File: config.mk
export PLATFORM = sky130hd
export DESIGN_NAME = interleave_bist_top
export DESIGN_NICKNAME = d
export VERILOG_FILES = /design/src/rtl/bist_pkg.sv /design/src/rtl/bank_queue.sv /design/src/rtl/bank_ram.sv /design/src/rtl/bank_sequencer.sv /design/src/rtl/interleave_bist_top.sv /design/src/rtl/pattern_checker.sv /design/src/rtl/pattern_source.sv
export SDC_FILE = /design/constraint.sdc
export NUM_CORES = 2
export LEC_CHECK = 0
export BUFFER_PORTS_ARGS = -buffer_cell sky130_fd_sc_hd__buf_2
export CORE_ASPECT_RATIO = 0.75
export CORE_UTILIZATION = 50
export CTS_CLUSTER_DIAMETER = 30
export DETAILED_ROUTE_END_ITERATION = 7
export PLACE_DENSITY_LB_ADDON = 0.3
export REMOVE_ABC_BUFFERS = 1
export SETUP_SLACK_MARGIN = 0.02
export SLEW_MARGIN = 20
export SYNTH_ARGS = -nofsm -noshare
export SYNTH_HDL_FRONTEND = slang
export SYNTH_SLANG_ARGS = --single-unit
File: constraint.sdc
create_clock -name CLK -period 4.06 [get_ports CLK]
set_input_delay 0.203 -clock CLK [delete_from_list [all_inputs] [get_ports CLK]]
set_output_delay 0.203 -clock CLK [all_outputs]
set_load 0.1 [all_outputs]
File: src/rtl/bist_pkg.sv
package bist_pkg;

  // ####################
  // sizes
  // ####################

  localparam int NUM_BANKS         = 5;   // interleave factor
  localparam int BANK_ADDR_WIDTH   = 4;
  localparam int BANK_DEPTH        = 2 ** BANK_ADDR_WIDTH;
  localparam int DATA_WIDTH        = 21;
  localparam int BANK_READ_LATENCY = 4;   // must stay below NUM_BANKS
  localparam int BANK_SEL_WIDTH    = 3;
  localparam int COUNT_WIDTH       = 24;

  // ####################
  // types
  // ####################

  typedef logic [DATA_WIDTH-1:0]      word_t;
  typedef logic [BANK_ADDR_WIDTH-1:0] bank_addr_t;  // ring pointer
  typedef logic [BANK_SEL_WIDTH-1:0]  bank_sel_t;

  typedef enum logic [1:0] {
    INIT  = 2'd0,
    OK    = 2'd1,
    ERROR = 2'd2   // sticky until reset
  } bist_state_e;

  // per-cycle strobes from the sequencer
  typedef struct packed {
    logic      write;
    logic      pop;
    bank_sel_t bank;
  } bank_cmd_t;

  // one per bank queue
  typedef struct packed {
    logic  full;
    logic  empty;
    word_t rdata;  // oldest word, after the RAM output stages
  } bank_status_t;

  typedef struct packed {
    bist_state_e            state;
    logic [COUNT_WIDTH-1:0] checked_count;
  } bist_status_t;

endpackage

File: src/rtl/bank_queue.sv
`timescale 1ns/1ps

module bank_queue (
  input  logic                   CLK,
  input  logic                   RESET,
  input  logic                   write,
  input  logic                   pop,
  input  bist_pkg::word_t        wdata,
  output bist_pkg::bank_status_t status
);

  bist_pkg::bank_addr_t head;   // next free slot
  bist_pkg::bank_addr_t tail;   // oldest word
  bist_pkg::bank_addr_t head_plus1;
  bist_pkg::word_t      rdata;

  assign head_plus1 = head + bist_pkg::bank_addr_t'(1);

  // ####################
  // ring pointers
  // ####################

  always_ff @(posedge CLK) begin
    if (RESET) begin
      head <= '0;
      tail <= '0;
    end else begin
      if (write) begin
        head <= head_plus1;
      end
      if (pop) begin
        tail <= tail + bist_pkg::bank_addr_t'(1);
      end
    end
  end

  bank_ram i_bank_ram (
    .CLK   (CLK),
    .write (write),
    .waddr (head),
    .wdata (wdata),
    .raddr (tail),
    .rdata (rdata)
  );

  // one slot kept open so full and empty differ
  assign status.full  = (head_plus1 == tail);
  assign status.empty = (head == tail);
  assign status.rdata = rdata;

endmodule

File: src/rtl/bank_ram.sv
`timescale 1ns/1ps

module bank_ram (
  input  logic                 CLK,
  input  logic                 write,
  input  bist_pkg::bank_addr_t waddr,
  input  bist_pkg::word_t      wdata,
  input  bist_pkg::bank_addr_t raddr,
  output bist_pkg::word_t      rdata
);

  bist_pkg::word_t mem [bist_pkg::BANK_DEPTH];

  // output register stages like the block RAM's pipelined read port
  bist_pkg::word_t rd_pipe [bist_pkg::BANK_READ_LATENCY];

  always_ff @(posedge CLK) begin
    if (write) begin
      mem[waddr] <= wdata;
    end
  end

  always_ff @(posedge CLK) begin
    rd_pipe[0] <= mem[raddr];
    for (int s = 1; s < bist_pkg::BANK_READ_LATENCY; s++) begin
      rd_pipe[s] <= rd_pipe[s-1];
    end
  end

  assign rdata = rd_pipe[bist_pkg::BANK_READ_LATENCY-1];

endmodule

File: src/rtl/bank_sequencer.sv
`timescale 1ns/1ps

module bank_sequencer (
  input  logic                                            CLK,
  input  logic                                            RESET,
  input  logic                                            run,
  input  logic                                            stall_check,
  input  bist_pkg::bank_status_t [bist_pkg::NUM_BANKS-1:0] bank_status,
  input  logic                                            match,
  output bist_pkg::bank_cmd_t                             cmd,
  output logic                                            advance,
  output logic                                            accept,
  output bist_pkg::bist_state_e                           state
);

  localparam bist_pkg::bank_sel_t LAST_BANK =
    bist_pkg::bank_sel_t'(bist_pkg::NUM_BANKS - 1);

  bist_pkg::bist_state_e  state_next;
  bist_pkg::bank_sel_t    ptr;        // bank visited this cycle
  bist_pkg::bank_sel_t    ptr_next;
  bist_pkg::bank_status_t cur;
  logic                   ptr_step;

  assign cur      = bank_status[ptr];
  assign ptr_next = (ptr == LAST_BANK) ? '0 : ptr + bist_pkg::bank_sel_t'(1);

  // pointer freezes on pause and once in ERROR
  assign ptr_step = run && (state != bist_pkg::ERROR);

  // ####################
  // visit decision
  // ####################

  always_comb begin
    cmd        = '0;
    cmd.bank   = ptr;
    accept     = 1'b0;
    state_next = state;

    if (run) begin
      case (state)
        bist_pkg::INIT: begin
          // prime every bank with one word
          cmd.write = 1'b1;
          if (ptr == LAST_BANK) begin
            state_next = bist_pkg::OK;
          end
        end

        bist_pkg::OK: begin
          if (cur.full) begin
            state_next = bist_pkg::ERROR;  // the read side never caught up
          end else begin
            cmd.write = 1'b1;
            if (!stall_check && !cur.empty) begin
              if (match) begin
                cmd.pop = 1'b1;
                accept  = 1'b1;
              end else begin
                state_next = bist_pkg::ERROR;
              end
            end
          end
        end

        default: begin
          // ERROR drives no strobes
        end
      endcase
    end
  end

  assign advance = cmd.write;   // one new word per write

  // ####################
  // state and pointer
  // ####################

  always_ff @(posedge CLK) begin
    if (RESET) begin
      state <= bist_pkg::INIT;
      ptr   <= '0;
    end else begin
      state <= state_next;
      if (ptr_step) begin
        ptr <= ptr_next;
      end
    end
  end

endmodule

File: src/rtl/interleave_bist_top.sv
`timescale 1ns/1ps

module interleave_bist_top (
  input  logic                   CLK,
  input  logic                   RESET,
  input  logic                   run,
  input  logic                   stall_check,
  input  logic                   corrupt,
  output bist_pkg::bist_status_t status
);

  bist_pkg::bank_cmd_t                              cmd;
  bist_pkg::bank_status_t [bist_pkg::NUM_BANKS-1:0] bank_status;
  bist_pkg::word_t                                  wdata;
  bist_pkg::bist_state_e                            state;
  logic [bist_pkg::COUNT_WIDTH-1:0]                 checked_count;
  logic                                             advance;
  logic                                             accept;
  logic                                             match;
  logic [bist_pkg::NUM_BANKS-1:0]                   bank_write;
  logic [bist_pkg::NUM_BANKS-1:0]                   bank_pop;

  // ####################
  // control
  // ####################

  bank_sequencer i_bank_sequencer (
    .CLK         (CLK),
    .RESET       (RESET),
    .run         (run),
    .stall_check (stall_check),
    .bank_status (bank_status),
    .match       (match),
    .cmd         (cmd),
    .advance     (advance),
    .accept      (accept),
    .state       (state)
  );

  pattern_source i_pattern_source (
    .CLK     (CLK),
    .RESET   (RESET),
    .advance (advance),
    .corrupt (corrupt),
    .wdata   (wdata)
  );

  pattern_checker i_pattern_checker (
    .CLK           (CLK),
    .RESET         (RESET),
    .bank          (cmd.bank),
    .bank_status   (bank_status),
    .accept        (accept),
    .match         (match),
    .checked_count (checked_count)
  );

  // ####################
  // bank queues
  // ####################

  for (genvar i = 0; i < bist_pkg::NUM_BANKS; i++) begin : g_bank
    // only the visited bank sees a strobe
    assign bank_write[i] = cmd.write && (cmd.bank == bist_pkg::bank_sel_t'(i));
    assign bank_pop[i]   = cmd.pop && (cmd.bank == bist_pkg::bank_sel_t'(i));

    bank_queue i_bank_queue (
      .CLK    (CLK),
      .RESET  (RESET),
      .write  (bank_write[i]),
      .pop    (bank_pop[i]),
      .wdata  (wdata),        // shared write bus
      .status (bank_status[i])
    );
  end

  // both fields come straight from registers
  assign status = '{state: state, checked_count: checked_count};

endmodule

File: src/rtl/pattern_checker.sv
`timescale 1ns/1ps

module pattern_checker (
  input  logic                                            CLK,
  input  logic                                            RESET,
  input  bist_pkg::bank_sel_t                             bank,
  input  bist_pkg::bank_status_t [bist_pkg::NUM_BANKS-1:0] bank_status,
  input  logic                                            accept,
  output logic                                            match,
  output logic [bist_pkg::COUNT_WIDTH-1:0]                checked_count
);

  bist_pkg::word_t expected;
  bist_pkg::word_t rdata_sel;

  // ####################
  // compare
  // ####################

  // words come back in write order, bank by bank
  assign rdata_sel = bank_status[bank].rdata;
  assign match     = (rdata_sel == expected);

  // ####################
  // counters
  // ####################

  always_ff @(posedge CLK) begin
    if (RESET) begin
      expected      <= '0;
      checked_count <= '0;
    end else if (accept) begin
      expected      <= expected + bist_pkg::word_t'(1);
      checked_count <= checked_count + bist_pkg::COUNT_WIDTH'(1);
    end
  end

endmodule

File: src/rtl/pattern_source.sv
`timescale 1ns/1ps

module pattern_source (
  input  logic            CLK,
  input  logic            RESET,
  input  logic            advance,
  input  logic            corrupt,
  output bist_pkg::word_t wdata
);

  bist_pkg::word_t count;
  logic            pending;   // corruption waiting for a write
  logic            flip;

  // a pulse in the write cycle itself takes effect at once
  assign flip  = pending | corrupt;
  assign wdata = count ^ bist_pkg::word_t'(flip);

  always_ff @(posedge CLK) begin
    if (RESET) begin
      count   <= '0;
      pending <= 1'b0;
    end else begin
      if (advance) begin
        count   <= count + bist_pkg::word_t'(1);
        pending <= 1'b0;   // one-shot
      end else if (corrupt) begin
        pending <= 1'b1;
      end
    end
  end

endmodule

# ---- Yosys cells after proc, flatten, opt, wreduce, memory -nomap -nowiden
# Memories as Yosys holds them, arrays and structs flattened. A register that Yosys moved wholly into a read port is not among the register bits.
# Cells that the tools add are included.
dict set report classes {
  eq_ne 20
  n_reduce_logical 19
  n_bitwise 2
  magnitude_cmp 1
  n_addsub 14
  muxes 37
}
# cell count
set op_table {}
lappend op_table {{$bmux 23 s3} 1}
lappend op_table {{$add 21x1->21 const B} 2}
lappend op_table {{$add 4x1->4 const B} 10}
lappend op_table {{$eq 4x4->1} 10}
lappend op_table {{$mux 4} 10}
lappend op_table {{$add 24x1->24 const B} 1}
lappend op_table {{$mux 23} 1}
lappend op_table {{$eq 21x21->1} 1}
lappend op_table {{$xor 21x1->21} 1}
lappend op_table {{$mux 1} 16}
lappend op_table {{$logic_and 1x1->1} 12}
lappend op_table {{$mux 2} 6}
lappend op_table {{$eq 3x2->1 const B} 2}
lappend op_table {{$reduce_and 5->1} 1}
lappend op_table {{$lt 3x4->1 const B} 1}
lappend op_table {{$ne 2x2->1 const B} 2}
lappend op_table {{$pmux 2 s2} 1}
lappend op_table {{$add 3x1->3 const B} 1}
lappend op_table {{$eq 3x1->1 const B} 1}
lappend op_table {{$eq 3x3->1 const B} 1}
lappend op_table {{$logic_not 3->1} 1}
lappend op_table {{$mux 3} 1}
lappend op_table {{$ne 3x1->1 const B} 1}
lappend op_table {{$ne 3x3->1 const B} 1}
lappend op_table {{7 further kinds} 8}
dict set report word_totals {
  n_memories 10
  register_bits 112
  word_cells 119
  mem_bits_rw 2100
  output_inout_bits 26
}
# name depth width rd rd_ports_with_merged_regs write_ports line_no
set memory_table {}
lappend memory_table {{g_bank[0].i_bank_queue.i_bank_ram.mem} 16 21 1 1 1 bank_ram.sv:12} ;# bist_pkg::word_t mem [bist_pkg::BANK_DEPTH];
lappend memory_table {{g_bank[1].i_bank_queue.i_bank_ram.mem} 16 21 1 1 1 bank_ram.sv:12}
lappend memory_table {{g_bank[2].i_bank_queue.i_bank_ram.mem} 16 21 1 1 1 bank_ram.sv:12}
lappend memory_table {{g_bank[3].i_bank_queue.i_bank_ram.mem} 16 21 1 1 1 bank_ram.sv:12}
lappend memory_table {{g_bank[4].i_bank_queue.i_bank_ram.mem} 16 21 1 1 1 bank_ram.sv:12}
lappend memory_table {{g_bank[0].i_bank_queue.i_bank_ram.rd_pipe} 4 21 4 0 4 bank_ram.sv:15} ;# bist_pkg::word_t rd_pipe [bist_pkg::BANK_READ_LATENCY];
lappend memory_table {{+4 memories} - - - - - -}

# ---- Logic depth before layout (Yosys ltp)
dict set report depth {
  ltp_word 13
  mapped_depth 14
}

# ---- Modules after synthesis
# A second synthesis with hierarchy kept.
dict set report unflattened {
  cells_unflattened 3912
  area_unflattened_um2 79764.0
}
# module n_inst area_each_um2 cells_per_inst seq_area_each_um2
set modules_own_cells {}
lappend modules_own_cells {bank_ram 5 14538.9 620 11771.3}
lappend modules_own_cells {pattern_checker 1 3276.9 400 900.9}
lappend modules_own_cells {bank_queue 5 407.9 43 160.2}
lappend modules_own_cells {pattern_source 1 1232.4 136 440.4}
lappend modules_own_cells {bank_sequencer 1 406.6 51 100.1}
lappend modules_own_cells {interleave_bist_top 1 113.9 10 0.0}

# ---- Least setup slack after synthesis
# Ideal clock, no wire load.
dict set report synth_path {
  path_kind {reg2reg}
  startpoint {register i_bank_sequencer.state[0]}
  endpoint {memory g_bank[3].i_bank_queue.i_bank_ram.mem[4][0] (netlist name) (enable)}
  arrival_ns 3.911
  setup_time_ns 0.430
  required_time_ns 3.630
  path_stages_with_launch 7
  slack_ns -0.281
  period_less_slack_ns 4.341
  n_path_buf 1
  cell_sequence {dfxtp_1 o311ai_1 o21ai_2 and2_1 clkbuf_1 nand3_1 nor3b_1}
}
dict set report synth_between {
  elab_chain_cells 6
  word_cells_on_any_way 7
  classes_between {eq/ne (1); mux (4); reduce/logical (2)}
}
# element line_no
set synth_lines {}
lappend synth_lines {{from (decl)} bank_sequencer.sv:13} ;# output bist_pkg::bist_state_e state
lappend synth_lines {{from (signal assigned)} bank_sequencer.sv:82} ;# state <= bist_pkg::INIT;
lappend synth_lines {{from (signal assigned)} bank_sequencer.sv:85} ;# state <= state_next;
lappend synth_lines {{$eq 2x1->1 or $logic_not 2->1 (tied branches)} bank_sequencer.sv:42} ;# case (state)
lappend synth_lines {{$pmux 1 s2 *} bank_sequencer.sv:42}
lappend synth_lines {{$mux 2 *} bank_sequencer.sv:41} ;# if (run) begin
lappend synth_lines {{$logic_and 1x1->1 *} interleave_bist_top.sv:64} ;# assign bank_write[i] = cmd.write && (cmd.bank == bist_pkg::bank_sel_t'(i));
lappend synth_lines {{$mux 1 *} bank_ram.sv:18} ;# if (write) begin
lappend synth_lines {{$mux 1 (implied by the code) *} bank_ram.sv:19} ;# mem[waddr] <= wdata;
lappend synth_lines {{to (decl)} bank_ram.sv:12}
# Every way passes the cells marked *; elsewhere a longest branch is shown, timed or not.

# ---- Final worst setup path
dict set report layout_path {
  startpoint {register i_bank_sequencer.ptr[0]}
  endpoint {register i_bank_sequencer.state[1]}
}
dict set report layout_between {
  elab_chain_cells 6
  word_cells_on_any_way 12
  classes_between {eq/ne (5); mux (4); reduce/logical (3)}
}
# element line_no
set layout_lines {}
lappend layout_lines {{from (decl)} bank_sequencer.sv:20} ;# bist_pkg::bank_sel_t ptr;
lappend layout_lines {{from (signal assigned)} bank_sequencer.sv:87} ;# ptr <= ptr_next;
lappend layout_lines {{branches (longest 6 deep; another with $bmux 23 s3)} -}
# Parallel ways; which one is timed is not known. The select of a mux whose other input is x is not followed.
# A chain may end at the register's enable or synchronous reset.

==> results by stage <==
Run status:
- The run finished with clean final reports.

GRT:
- The first-pass GRT wire length is 276000 um.
- The total routing usage reported by global routing is about a quarter.
- Entering global routing, the biggest net connects 94 pins.
- The via count of the first global-routing pass is 39797.
- The total overflow left after global routing is 0.
- The number of antenna violations at the first check in global routing is 17.

Routing:
- The remaining antenna violation count is 0.
- The via-per-instance ratio is about 6.0.
- Wires add up to ~190000 um.
- The detailed router finished its first iteration with just under 5000 violations.
- Before antenna repair, the detailed router went through 6 iterations.
- In the final routed layout, each cell accounts on average for ~28 um.
- The detailed-route DRC error count is 0.
- The count of vias placed by the detailed router is about 40000.

Power:
- The total chip power is 53.9 mW.
- For this design the static power due to leakage is between 30 and 40 nW.
- The maximum VDD drop is just under 0.5 mV.
- Power spread over the standard cell area amounts to ~560 nW/um^2.

Placed design:
- The placed wire-length estimate is ~100000 um.
- The congestion estimate from routability-driven global placement came to around 0.91.
- Including well taps, the total number of placed cells is 5997.
- Input and output buffers added on the ports amount to 30.

Timing:
- The worst path needs roughly 3700 ps of the cycle, external delays included.
- The final setup skew is approximately 94 ps.
- The final count of hold timing violations is 0.
- The number of failing setup endpoints in the final timing report is 0.
- The worst pin sits at a relative slew slack of between 20% and 30%.
- In the finished design, the share of the clock period the worst path needs comes to slightly above 90%.
- Setup repair after global routing left no endpoint under its margin.
- The maximum achievable frequency is 0.270 GHz.
- The actual transition at the worst max-transition pin is between 1000 and 1500 ps.
- The final count of pins violating max slew is 0.

Synth:
- The register area share after synthesis is around 76%.
- The cell taking the most area after synthesis is sky130_fd_sc_hd__edfxtp_1.
- The flip-flop and latch count after synthesis is 2232.
- In the post-synthesis netlist, the biggest area contributors are sky130_fd_sc_hd__edfxtp_1 (63%), sky130_fd_sc_hd__mux4_2 (15%), sky130_fd_sc_hd__dfxtp_1 (14%).
- Dividing the synthesized area by the synthesized cell count gives 20.8 sq um.
- The number of cells produced by synthesis is 3872.
- The number of enable-type register cells in the synthesized netlist is 1680.
- Yosys printed 0 warnings.
- The proportion of synthesized flip-flops having asynchronous set or reset is 0%.
- In this run, distinct cell masters in the synthesized netlist total 66.
- The dominant register cell in the synthesized netlist is sky130_fd_sc_hd__edfxtp_1.
- Of the post-synthesis cell area, the dominant cell type holds around 63%.
- The summed instance area of the synthesized netlist is roughly 80000 sq um.

Worst setup path:
- The critical path is of the flop to flop type.
- At the worst endpoint, the required time is 4860 ps.
- The worst register-to-register path begins at i_bank_sequencer.ptr[0]$_SDFFE_PP0P_.
- The maximum fanout along the worst path is slightly above 90.
- The cell with the biggest individual delay on the critical path is sky130_fd_sc_hd__dfxtp_4.
- Traced cell by cell, the critical path runs through buf_12, buf_4, mux4_2, a311oi_1, a21oi_1, nand3_1, nor4_2, nand4_1, buf_12, nand4_1, dlygate4sd3_1, a21oi_1.
- The startpoint type of the worst setup path is a flop.
- The biggest cell delay along the critical path is 710 ps.
- The beginning of the critical path is i_bank_sequencer.ptr[0]$_SDFFE_PP0P_.
- STA puts the critical path data arrival time at 4510 ps.
- The worst setup path is captured at a flop.

Finish:
- Of the cells placed in the final design, the portion with a size suffix greater than 1 is about 33%.
- The net count of the finished layout is 4254.
- Leaving out fill and tap cells, the most frequent cell in the layout is sky130_fd_sc_hd__edfxtp_1.
- In the layout the commonest cells are sky130_fd_sc_hd__edfxtp_1 (1680), sky130_fd_sc_hd__mux4_2 (528), sky130_fd_sc_hd__dfxtp_1 (511), sky130_fd_sc_hd__clkbuf_16 (347), sky130_fd_sc_hd__buf_4 (124).
- The final cell count without fillers is around 6600.
- The growth of design area from synthesis to finish is 19.3%.

Floorplan:
- The vertical extent of the die is ~350 um.
- 31 I/O pins were placed.
- The die footprint is around 160000 sq um.
- From left edge to right edge, the die measures approximately 470 um.
- The starting utilization of the core area is between 50% and 60%.
- The total area inside the core boundary comes to 160000 sq um.
- The row count is about 130.

CTS:
- Counting the buffers created by CTS gives between 300 and 400.
- After clock tree synthesis, the clock-pin slew on the worst setup and hold paths is approximately 50 ps.
- The buffer cell driving the clock tree root is sky130_fd_sc_hd__clkbuf_16.
- The CTS sink count is about 2200.
- TritonCTS built the clock tree.
- The H-tree was split into 5 levels.
- For the worst-skew pair, the clock arrives at the later sink with an insertion delay of between 900 and 1000 ps.
- The clock passes through at most 4 buffers.

Worst hold path:
- The worst min-delay path category is primary input to flop.
- In this run the most critical hold path is launched from corrupt.

Job:
- Max-cap violations in this run came to 0.
-- synth_stat cells (all sizes together) (5+ instances only) --
| library cell | count |
|---|---|
| mux4 | 528 |
| nor4 | 14 |
| edfxtp | 1680 |
| xor2 | 41 |
| buf | 85 |
| mux2 | 42 |
| or3 | 9 |
| xnor2 | 31 |
| o311ai | 25 |
| o41ai | 30 |
| a22oi | 7 |
| o31ai | 15 |
| or4 | 15 |
| nand2b | 5 |
| dfxtp | 552 |
| a21oi | 61 |
| nand2 | 63 |
| mux2i | 33 |
| nor2b | 45 |
| nor3b | 14 |
| inv | 28 |
| nor3 | 21 |
| ha | 33 |
| and2 | 11 |
| o32ai | 7 |
| clkbuf | 119 |
| nand3 | 50 |
| or2 | 23 |
| o221ai | 10 |
| and3b | 6 |
| nor2 | 117 |
| and3 | 48 |
| and4 | 10 |
| o21ai | 19 |
| nand4 | 38 |
-- per-stage QoR --
stage                     hold WS (ps)  setup slack (ps)  cell area, sq um  util, %  setup TNS, ps
after floorplan                    272             -2760             79600        -       -1605880
after global placement             310               528             84600     52.9              0
after detailed placement           312               471             84600     52.9              0
after CTS                          209               364             96000     60.1              0
after global routing               295               159             96000     60.1              0
final                              251               352             96000     60.1              0
-- final timing paths --
kind                                                              endpoint  slack (ps)  cells after the start
setup reg to reg                    i_bank_sequencer.state[1]$_SDFFE_PP0P_         350                     12
setup / recovery                    i_bank_sequencer.state[1]$_SDFFE_PP0P_         350                     12
hold / removal                       i_pattern_source.pending$_SDFFE_PP0P_         250                      4
hold reg to reg   g_bank[0].i_bank_queue.i_bank_ram.rd_pipe[1][13]$_DFF_P_         280                      0
-- final cells by class --
cell class              count  area [sq um]
flip-flops and latches   2232         61600
repair buffers            206          2090
diodes                      5          12.5
multi-input cells        1408         18200
fillers                 11130         63800
well taps                2128          2660
clock inverters           231          2470
clock buffers             381          8900
inverters                  28           105
-- what timing repair did --
item,CTS,global route
hold buffers,5,0
gates resized for setup,0,0
hold endpoints to repair,42,0
setup buffers,0,0
-- metal layers --
layer  vias to the layer above  GRT usage, %  share of wire (%)
met5                         -             0                  0
met4                         0          5.80                1.9
met3                       285          4.71                9.0
met2                      1850          34.9                 45
met1                     20757          35.7                 44
li1                      16628             -                  -
-- report_power, final --
part	internal, mW	total (mW)	switching, mW
combinational	0.241	0.631	0.390
clock	17.7	28.6	10.8
sequential	24.5	24.7	0.144
-- critical path: cells and delay by family (launching register included) --
kind / cells / cell delay [ps]
compound gates: 3 / 460
mux: 1 / 500
flops: 1 / 710
buf+inv: 4 / 1360
simple gates: 4 / 510
-- sequential cells by signal, summed over array words and instances, names as in the netlist, named ones only --
name / flops
i_bank_sequencer.state: 2
i_pattern_checker.expected: 21
g_bank.i_bank_queue.head: 20
i_bank_sequencer.ptr: 3
i_pattern_source.count: 21
i_pattern_checker.checked_count: 24
g_bank.i_bank_queue.i_bank_ram.mem: 1680
g_bank.i_bank_queue.tail: 20
i_pattern_source.pending: 1
g_bank.i_bank_queue.i_bank_ram.rd_pipe: 420
-- kinds of logic after synthesis --
family,synth area share [%]
xor+xnor,0.784
simple gates,3.43
flops,76.4
mux,15.8
buf+inv,1.21
fa+ha+maj,0.513
compound gates,1.87
No activity file was read; power rests on OpenSTA's default activity.
